<file path="src/hdl/twi_pkg.sv">
package twi_pkg;

	// host command opcodes
	typedef enum logic [2:0] {
		OP_START     = 3'b000,
		OP_WRITE     = 3'b001,
		OP_READ_ACK  = 3'b010,
		OP_STOP      = 3'b011,
		OP_READ_NACK = 3'b100
	} twi_op_e;

	// one queued host command, wdata only matters for OP_WRITE
	typedef struct packed {
		twi_op_e    op;
		logic [7:0] wdata;
	} twi_cmd_t;

	// one finished command
	// ack is the level seen in the ninth bit of a write, 0 = acknowledged
	typedef struct packed {
		twi_op_e    op;
		logic [7:0] rdata;
		logic       ack;
	} twi_rsp_t;

	// bus timing, one SCL bit is BIT_PHASES quarter phases
	localparam int PHASE_CYC   = 5;
	localparam int PHASE_CNT_W = 3;
	localparam int BIT_PHASES  = 4;
	localparam int PHASE_IDX_W = $clog2(BIT_PHASES);

	// START and STOP run for three quarter phases
	localparam int CTRL_PHASES = 3;

	// eight data slots plus the acknowledge slot
	localparam int BYTE_BITS = 9;

	// command queue
	localparam int CMD_DEPTH = 4;
	localparam int QPTR_W    = $clog2(CMD_DEPTH);

	// compare values for the core counters
	localparam logic [PHASE_CNT_W-1:0] PHASE_LAST = PHASE_CNT_W'(PHASE_CYC - 1);
	localparam logic [PHASE_CNT_W-1:0] SAMPLE_CYC = PHASE_CNT_W'(PHASE_CYC / 2);

	localparam logic [PHASE_IDX_W-1:0] LAST_BIT_PHASE  = PHASE_IDX_W'(BIT_PHASES - 1);
	localparam logic [PHASE_IDX_W-1:0] LAST_CTRL_PHASE = PHASE_IDX_W'(CTRL_PHASES - 1);

	// slot index of the acknowledge bit
	localparam logic [3:0] ACK_SLOT = 4'(BYTE_BITS - 1);

endpackage

</file>
<file path="src/hdl/twi_cmd_queue.sv">
`timescale 1ns/1ps

module twi_cmd_queue (
	input  logic              clk,
	input  logic              rst,
	input  logic              cmd_valid_i,
	input  twi_pkg::twi_cmd_t cmd_i,
	input  logic              pop_i,
	output logic              valid_o,
	output twi_pkg::twi_cmd_t cmd_o,
	output logic              credit_o
);

	import twi_pkg::*;

	twi_cmd_t          mem [CMD_DEPTH];
	logic [QPTR_W-1:0] wr_ptr;
	logic [QPTR_W-1:0] rd_ptr;
	logic [QPTR_W:0]   count;

	// storage, the host never writes without a free entry
	always_ff @(posedge clk) begin
		if (cmd_valid_i) begin
			mem[wr_ptr] <= cmd_i;
		end
	end

	always_ff @(posedge clk) begin
		if (rst) begin
			wr_ptr <= '0;
		end else if (cmd_valid_i) begin
			wr_ptr <= wr_ptr + 1'b1;
		end
	end

	always_ff @(posedge clk) begin
		if (rst) begin
			rd_ptr <= '0;
		end else if (pop_i) begin
			rd_ptr <= rd_ptr + 1'b1;
		end
	end

	// occupancy
	always_ff @(posedge clk) begin
		if (rst) begin
			count <= '0;
		end else begin
			case ({cmd_valid_i, pop_i})
				2'b10:   count <= count + 1'b1;
				2'b01:   count <= count - 1'b1;
				default: count <= count;
			endcase
		end
	end

	// one credit back per entry freed
	always_ff @(posedge clk) begin
		if (rst) begin
			credit_o <= 1'b0;
		end else begin
			credit_o <= pop_i;
		end
	end

	assign valid_o = (count != '0);
	assign cmd_o   = mem[rd_ptr];

endmodule

</file>
<file path="src/hdl/twi_byte_shift.sv">
`timescale 1ns/1ps

module twi_byte_shift (
	input  logic             clk,
	input  logic             rst,
	input  logic             load_i,
	input  logic [7:0]       wdata_i,
	input  twi_pkg::twi_op_e op_i,
	input  logic             shift_i,
	input  logic             sample_i,
	input  logic [3:0]       bit_idx_i,
	input  logic             sda_i,
	output logic             tx_bit_o,
	output logic [7:0]       rdata_o,
	output logic             ack_o
);

	import twi_pkg::*;

	logic [7:0] tx_sr;
	logic [7:0] rx_sr;
	logic       ack_q;
	logic       is_read;
	logic       ack_slot;

	assign is_read  = (op_i == OP_READ_ACK) || (op_i == OP_READ_NACK);
	assign ack_slot = (bit_idx_i == ACK_SLOT);

	// msb first, ones shifted in so the line ends up released
	always_ff @(posedge clk) begin
		if (rst) begin
			tx_sr <= 8'hff;
		end else if (load_i) begin
			tx_sr <= wdata_i;
		end else if (shift_i) begin
			tx_sr <= {tx_sr[6:0], 1'b1};
		end
	end

	// receive data bits only, cleared per command so non-reads report zero
	always_ff @(posedge clk) begin
		if (load_i) begin
			rx_sr <= 8'h00;
		end else if (sample_i && is_read && !ack_slot) begin
			rx_sr <= {rx_sr[6:0], sda_i};
		end
	end

	// slave acknowledge of a written byte
	always_ff @(posedge clk) begin
		if (rst) begin
			ack_q <= 1'b0;
		end else if (load_i) begin
			ack_q <= 1'b0;
		end else if (sample_i && (op_i == OP_WRITE) && ack_slot) begin
			ack_q <= sda_i;
		end
	end

	// enable value for the current slot, 1 releases the line
	always_comb begin
		case (op_i)
			OP_WRITE:    tx_bit_o = ack_slot ? 1'b1 : tx_sr[7];
			OP_READ_ACK: tx_bit_o = !ack_slot;
			default:     tx_bit_o = 1'b1;
		endcase
	end

	assign rdata_o = rx_sr;
	assign ack_o   = ack_q;

endmodule

</file>
<file path="src/hdl/twi_core.sv">
`timescale 1ns/1ps

module twi_core (
	input  logic              clk,
	input  logic              rst,
	input  logic              q_valid_i,
	input  twi_pkg::twi_cmd_t q_cmd_i,
	output logic              q_pop_o,
	input  logic              tx_bit_i,
	input  logic [7:0]        rdata_i,
	input  logic              ack_i,
	output logic              load_o,
	output logic [7:0]        wdata_o,
	output twi_pkg::twi_op_e  op_o,
	output logic              shift_o,
	output logic              sample_o,
	output logic [3:0]        bit_idx_o,
	output logic              scl_o,
	output logic              sda_oen_o,
	output logic              rsp_valid_o,
	output twi_pkg::twi_rsp_t rsp_o
);

	import twi_pkg::*;

	typedef enum logic [1:0] {
		IDLE,
		START,
		BYTE,
		STOP
	} state_e;

	state_e                 state;
	twi_op_e                cur_op;
	logic [PHASE_CNT_W-1:0] cyc_cnt;
	logic [PHASE_IDX_W-1:0] phase;
	logic [3:0]             bit_cnt;

	logic phase_end;
	logic slot_end;
	logic ctrl_end;
	logic byte_end;
	logic op_done;
	logic slot_begin;

	assign phase_end  = (cyc_cnt == PHASE_LAST);
	assign slot_end   = phase_end && (phase == LAST_BIT_PHASE);
	assign ctrl_end   = phase_end && (phase == LAST_CTRL_PHASE);
	assign byte_end   = slot_end && (bit_cnt == ACK_SLOT);
	assign slot_begin = (state == BYTE) && (phase == '0) && (cyc_cnt == '0);

	always_comb begin
		case (state)
			START, STOP: op_done = ctrl_end;
			BYTE:        op_done = byte_end;
			default:     op_done = 1'b0;
		endcase
	end

	// take a new command only when the bus is free
	assign q_pop_o = (state == IDLE) && q_valid_i;

	always_ff @(posedge clk) begin
		if (rst) begin
			state   <= IDLE;
			cyc_cnt <= '0;
			phase   <= '0;
			bit_cnt <= '0;
		end else if (state == IDLE) begin
			cyc_cnt <= '0;
			phase   <= '0;
			bit_cnt <= '0;
			if (q_valid_i) begin
				case (q_cmd_i.op)
					OP_START: state <= START;
					OP_STOP:  state <= STOP;
					default:  state <= BYTE;
				endcase
			end
		end else begin
			if (phase_end) begin
				cyc_cnt <= '0;
				phase   <= phase + 1'b1;
			end else begin
				cyc_cnt <= cyc_cnt + 1'b1;
			end
			if (slot_end) begin
				bit_cnt <= bit_cnt + 1'b1;
			end
			if (op_done) begin
				state <= IDLE;
			end
		end
	end

	always_ff @(posedge clk) begin
		if (q_pop_o) begin
			cur_op <= q_cmd_i.op;
		end
	end

	// bus pins
	always_ff @(posedge clk) begin
		if (rst) begin
			scl_o     <= 1'b1;
			sda_oen_o <= 1'b1;
		end else begin
			case (state)
				IDLE: begin
					// STOP pulls SDA down first, START makes sure it is released
					if (q_pop_o && (q_cmd_i.op == OP_STOP)) begin
						sda_oen_o <= 1'b0;
					end else if (q_pop_o && (q_cmd_i.op == OP_START)) begin
						sda_oen_o <= 1'b1;
					end
				end
				START: begin
					if (phase_end) begin
						case (phase)
							2'd0:    scl_o     <= 1'b1;
							2'd1:    sda_oen_o <= 1'b0;
							default: scl_o     <= 1'b0;
						endcase
					end
				end
				BYTE: begin
					if (slot_begin) begin
						sda_oen_o <= tx_bit_i;
					end
					if (phase_end && (phase == 2'd1)) begin
						scl_o <= 1'b1;
					end else if (slot_end) begin
						scl_o <= 1'b0;
					end
				end
				default: begin
					if (phase_end && (phase == 2'd0)) begin
						scl_o <= 1'b1;
					end else if (phase_end && (phase == 2'd1)) begin
						sda_oen_o <= 1'b1;
					end
				end
			endcase
		end
	end

	// response one cycle after the last phase
	always_ff @(posedge clk) begin
		if (rst) begin
			rsp_valid_o <= 1'b0;
		end else begin
			rsp_valid_o <= op_done;
		end
	end

	always_ff @(posedge clk) begin
		if (op_done) begin
			rsp_o.op    <= cur_op;
			rsp_o.rdata <= rdata_i;
			rsp_o.ack   <= ack_i;
		end
	end

	assign load_o    = q_pop_o;
	assign wdata_o   = q_cmd_i.wdata;
	assign op_o      = cur_op;
	assign shift_o   = (state == BYTE) && slot_end;
	assign sample_o  = (state == BYTE) && (phase == 2'd2) && (cyc_cnt == SAMPLE_CYC);
	assign bit_idx_o = bit_cnt;

endmodule

</file>
<file path="src/hdl/twi_master_top.sv">
`timescale 1ns/1ps

module twi_master_top (
	input  logic              clk,
	input  logic              rst,
	input  logic              cmd_valid_i,
	input  twi_pkg::twi_cmd_t cmd_i,
	output logic              credit_o,
	output logic              rsp_valid_o,
	output twi_pkg::twi_rsp_t rsp_o,
	output logic              scl_o,
	output logic              sda_oen_o,
	input  logic              sda_i
);

	import twi_pkg::*;

	logic       q_valid;
	twi_cmd_t   q_cmd;
	logic       q_pop;
	logic       tx_bit;
	logic [7:0] rdata;
	logic       ack;
	logic       load;
	logic [7:0] wdata;
	twi_op_e    op;
	logic       shift_tick;
	logic       sample_tick;
	logic [3:0] bit_idx;

	twi_cmd_queue i_queue (
		.clk         (clk),
		.rst         (rst),
		.cmd_valid_i (cmd_valid_i),
		.cmd_i       (cmd_i),
		.pop_i       (q_pop),
		.valid_o     (q_valid),
		.cmd_o       (q_cmd),
		.credit_o    (credit_o)
	);

	twi_core i_core (
		.clk         (clk),
		.rst         (rst),
		.q_valid_i   (q_valid),
		.q_cmd_i     (q_cmd),
		.q_pop_o     (q_pop),
		.tx_bit_i    (tx_bit),
		.rdata_i     (rdata),
		.ack_i       (ack),
		.load_o      (load),
		.wdata_o     (wdata),
		.op_o        (op),
		.shift_o     (shift_tick),
		.sample_o    (sample_tick),
		.bit_idx_o   (bit_idx),
		.scl_o       (scl_o),
		.sda_oen_o   (sda_oen_o),
		.rsp_valid_o (rsp_valid_o),
		.rsp_o       (rsp_o)
	);

	twi_byte_shift i_shift (
		.clk       (clk),
		.rst       (rst),
		.load_i    (load),
		.wdata_i   (wdata),
		.op_i      (op),
		.shift_i   (shift_tick),
		.sample_i  (sample_tick),
		.bit_idx_i (bit_idx),
		.sda_i     (sda_i),
		.tx_bit_o  (tx_bit),
		.rdata_o   (rdata),
		.ack_o     (ack)
	);

endmodule

</file>
<file path="config.mk">
export PLATFORM = sky130hd
export DESIGN_NAME = twi_master_top
export DESIGN_NICKNAME = d
export VERILOG_FILES = /design/src/hdl/twi_pkg.sv /design/src/hdl/twi_cmd_queue.sv /design/src/hdl/twi_byte_shift.sv /design/src/hdl/twi_core.sv /design/src/hdl/twi_master_top.sv
export SDC_FILE = /design/constraint.sdc
export NUM_CORES = 1
export LEC_CHECK = 0
export BUFFER_PORTS_ARGS = -buffer_cell sky130_fd_sc_hd__buf_2
export CORE_MARGIN = 5
export CORE_UTILIZATION = 40
export CTS_BUF_LIST = sky130_fd_sc_hd__clkbuf_8
export CTS_CLUSTER_SIZE = 24
export DETAILED_ROUTE_END_ITERATION = 7
export SETUP_SLACK_MARGIN = 0.1
export SYNTH_ARGS = -nofsm -noshare
export SYNTH_HDL_FRONTEND = slang
export SYNTH_SLANG_ARGS = --single-unit
</file>
<file path="constraint.sdc">
create_clock -name clk -period 3 [get_ports clk]
set_input_delay 0.6 -clock clk [delete_from_list [all_inputs] [get_ports clk]]
set_output_delay 0.6 -clock clk [all_outputs]
set_load 0.05 [all_outputs]
</file>
==> flow_results.org <==
** Worst setup path
- Data required time of the worst path :: about 3 ns
- The largest individual stage delay along the critical path comes from the cell inv_1.
- CP most frequent cell :: inv_1
- The worst setup path is launched from a flop.
- STA puts the critical path data arrival time at roughly 2.4 ns.
- Along the worst path, the maximum fanout reaches 12.
- The critical path goes through inv_1, ha_1, nand4_1, o22a_1, or2_2, inv_1.
- The cell family contributing the most delay on the critical path is simple AND/OR/NAND/NOR gates.
- The largest single stage delay on the critical path is 0.36 ns.
- Critical Path Sink Type :: flop
- Buf+Inv Stages, Crit Path :: 2
- Type of the worst setup path :: flop to flop

** Place
- Port buffer count :: 30
- Counting tap cells, the placed design contains a total of 470 instances.
- Final weighted congestion in routability-driven placement :: between 0.8 and 0.9
- HPWL after detailed placement :: about 4600 µm
- Prior to clock tree synthesis, the placed netlist has a worst setup slack of 0.579 ns.

** Timing
- Final setup skew :: 0.0118 ns
- RSZ-0062 raised after global routing :: no
- Final-report setup violation count :: 0
- Count of final hold-check violations :: 0
- Final Cycle Share :: ~80%
- Post-route minimum period :: between 2 and 2.5 ns
- At the pin with the least slew margin, the transition time is about 0.6 ns.
- In this run the tightest slew margin relative to its limit is 59.5%.
- Fin Setup TNS :: 0 ns
- Based on the critical path, the design can be clocked at up to around 0.42 GHz.
- In the post-route analysis, the smallest setup slack over all paths is ~0.59 ns.
- Pins Over Slew Limit :: 0

** Layout
- The net count of the finished layout is approximately 380.
- Fraction of layout cells with a size suffix above 1 :: ~17%
- Layout overhead on the synthesized area :: 12.7%
- The repair_antennas step left the layout with diodes totalling 0.
- The layout has 933 filler cells.
- Commonest non-fill, non-tap cell in the layout :: edfxtp_1
- The library cells used most frequently in the layout, excluding fill and tap cells, are edfxtp_1 (59), dfxtp_1 (41), nor2_1 (37), buf_2 (30), nand2_1 (24).
- Finished Core Util :: between 40 and 50%
- Post-Layout Cell Count :: approximately 490

** Route
- Via Count :: approximately 2,400
- In the routed layout, each cell is associated on average with a via count of 4.84.
- Average wire per cell in the routed design :: 14.1 µm
- The first routing iteration left 108 violations.
- Remaining antenna violation count :: 0
- Router iterations before antenna repair :: 4
- The final layout contains routed wiring with a total length of slightly below 7000 µm.
- For this run, design rule violations remaining after detail routing come to 0.

** Clock tree
- Clock input transition at the sequential cells of the worst setup and hold paths :: roughly 0.1 ns
- Clock buffers created by TritonCTS :: 9
- The tree is rooted in a clkbuf_8.
- Once the clock tree was built, the setup fixing pass inserted 0 buffers.
- The clock reaches the later pin of the worst-skew pair after 0.37 ns.
- Counting along the longest clock path gives a buffer depth of 2.
- The H-tree generated during clock tree synthesis spans 3 levels.
- Counting every sink on the clock net gives 100.
- Number of buffers inserted for hold repair after clock tree synthesis :: 0
- Once the clock tree was built, the resizer swapped 0 gates to a different size.
- TritonCTS clock tree :: done

** GRT
- For this run the aggregate overflow at the end of global routing stands at 0.
- Initial antenna violation count :: 0
- Vias in the first global route :: ~2,400
- The first global-routing pass estimated 11,700 µm of wire.
- GRT Resource Usage Total :: a little under an eighth
- Entering global routing, the biggest net connects 26 pins.

** Yosys
- The number of nets handed over by synthesis was 346.
- In this run, synthesis produced a sequential element count of 100.
- Sequential elements use 63.2% of the synthesized area.
- Yosys mapped the design onto 40 distinct sky130hd cell types.
- The average instance in the mapped netlist occupies between 10 and 15 µm².
- Number of cells produced by synthesis :: between 300 and 400
- Primary flip-flop cell chosen by synthesis mapping :: edfxtp_1
- In this run the cell area of the synthesized design comes to ~4000 µm².
- Fraction of registers with async set or reset after synthesis :: 0%
- The Yosys step of the flow raised 0 warnings.
- EDFF count, synth :: 59

** Power and ir drop
- Switching power :: approximately 0.0011 W
- P_int :: 0.00251 W
- Combinational logic burns ~27% of the power.
- In this run switching power makes up roughly 31% of total power.
- Power share of the clock group :: 25.2%
- Across the VDD grid, the largest voltage drop is between 0.2 and 0.3 mV.
- Sequential cells account for between 40% and 50% of the total power.
- Total power density per cell area :: about 790 nW/µm²
- P_leak :: 1.70 nW

** Floorplanning
- Overall die width :: 111 µm
- During I/O placement, the number of pins put on the boundary was 31.
- Floorplan core area :: ~10,000 µm²
- Chip Height :: ~110 µm
- The die covers between 10,000 and 15,000 µm².
- Starting Density :: 40.3%
- Row generation in the floorplan step produced 37 rows.

** Status
- The flow ran to the end, and the final reports show no timing, DRC or antenna violations.

** Worst hold path
- The path class of the tightest hold or removal check is input pin to flop.

** Job
- Max-cap violations in this run came to 0.
## through the flow
step                      cell area [µm²]  total power (W)  hold slack, ns
after global routing                 4630          0.00390           0.410
after detailed placement             4410          0.00275           0.427
after floorplan                      4110          0.00250           0.408
final                                4630          0.00366           0.440
after CTS                            4630          0.00370           0.415
after global placement               4410          0.00274           0.420
## area by class of cell
| type | count | area [µm²] | area share, % |
|---|---|---|---|
| Tap cell | 136 | 170 | 3.68 |
| Sequential cell | 100 | 2590 | 56.0 |
| Inverter | 16 | 60.1 | 1.30 |
| Timing Repair Buffer | 34 | 180 | 3.89 |
| Clock buffer | 9 | 124 | 2.68 |
| Multi-Input combinational cell | 184 | 1410 | 30.4 |
| Clock inverter | 7 | 93.8 | 2.03 |
## power groups by stage
stage                     Combinational, W  Sequential [W]  Clock [W]
after floorplan                   0.000722         0.00178          0
after global placement            0.000957         0.00178          0
after detailed placement          0.000967         0.00179          0
after CTS                         0.000989         0.00176   0.000959
after global routing               0.00110         0.00178    0.00102
final                             0.000983         0.00175   0.000923
## layer usage
layer	part of all wire, %	track usage [%]	routed length, µm	up-vias
met5	0	0	0	-
li1	-	-	-	1182
met4	2.0	5.03	134	0
met3	5.2	3.44	358	12
met2	48	19.8	3320	53
met1	44	14.4	3040	1107
## final timing paths
check                                                    to                       startpoint  slack [ns]  cells past startpoint
worst max register to register    i_core.rsp_o[5]$_DFFE_PP_     i_core.state[0]$_SDFFE_PP0P_        0.59                      6
worst min register to register    i_core.rsp_o[8]$_DFFE_PP_  i_shift.rdata_o[7]$_SDFFE_PN0P_        0.45                      0
worst min-delay path            i_queue.mem[1][4]$_DFFE_PP_                         cmd_i[4]        0.44                      1
worst max-delay path              i_core.rsp_o[5]$_DFFE_PP_     i_core.state[0]$_SDFFE_PP0P_        0.59                      6
## Yosys cell counts (all sizes together) (2+ instances only)
| cell | instances | share of area [%] |
|---|---|---|
| edfxtp | 59 | 43 |
| dfxtp | 41 | 20 |
| nor2 | 37 | 3.4 |
| nand2 | 24 | 2.2 |
| ha | 18 | 5.5 |
| inv | 16 | 1.5 |
| mux2i | 11 | 2.7 |
| mux4 | 11 | 6.9 |
| a21oi | 9 | 1.1 |
| nand3 | 9 | 1.1 |
| or2 | 9 | 1.4 |
| a31oi | 8 | 1.2 |
| buf | 7 | 0.94 |
| xnor2 | 7 | 1.5 |
| o21ai | 6 | 0.73 |
| and2 | 5 | 0.76 |
| clkbuf | 5 | 0.46 |
| nor3 | 4 | 0.49 |
| xor2 | 4 | 0.85 |
| and3 | 2 | 0.30 |
| nand2b | 2 | 0.30 |
| nor3b | 2 | 0.37 |
| nor4 | 2 | 0.30 |
| or3 | 2 | 0.30 |
## sequential cells by signal, indices dropped and copies added, names as in the netlist, 3 cells and up, named ones only
name,cells
i_shift.tx_sr,8
i_queue.mem,44
i_core.rsp_o,12
i_core.op_o,3
i_core.cyc_cnt,3
i_queue.count,3
i_shift.rdata_o,8
i_core.bit_idx_o,4
## kinds of logic after synthesis
group,Yosys count,synth area share (%)
adders and majority gates,19,5.97
xor gates and xnor gates,11,2.35
buffers and inverters,28,2.87
and+or+nand+nor,103,11.9
DFF,100,63.2
AOI/OAI and AO/OA,29,4.24
muxes,22,9.54
(Power assumes the default switching activity.)
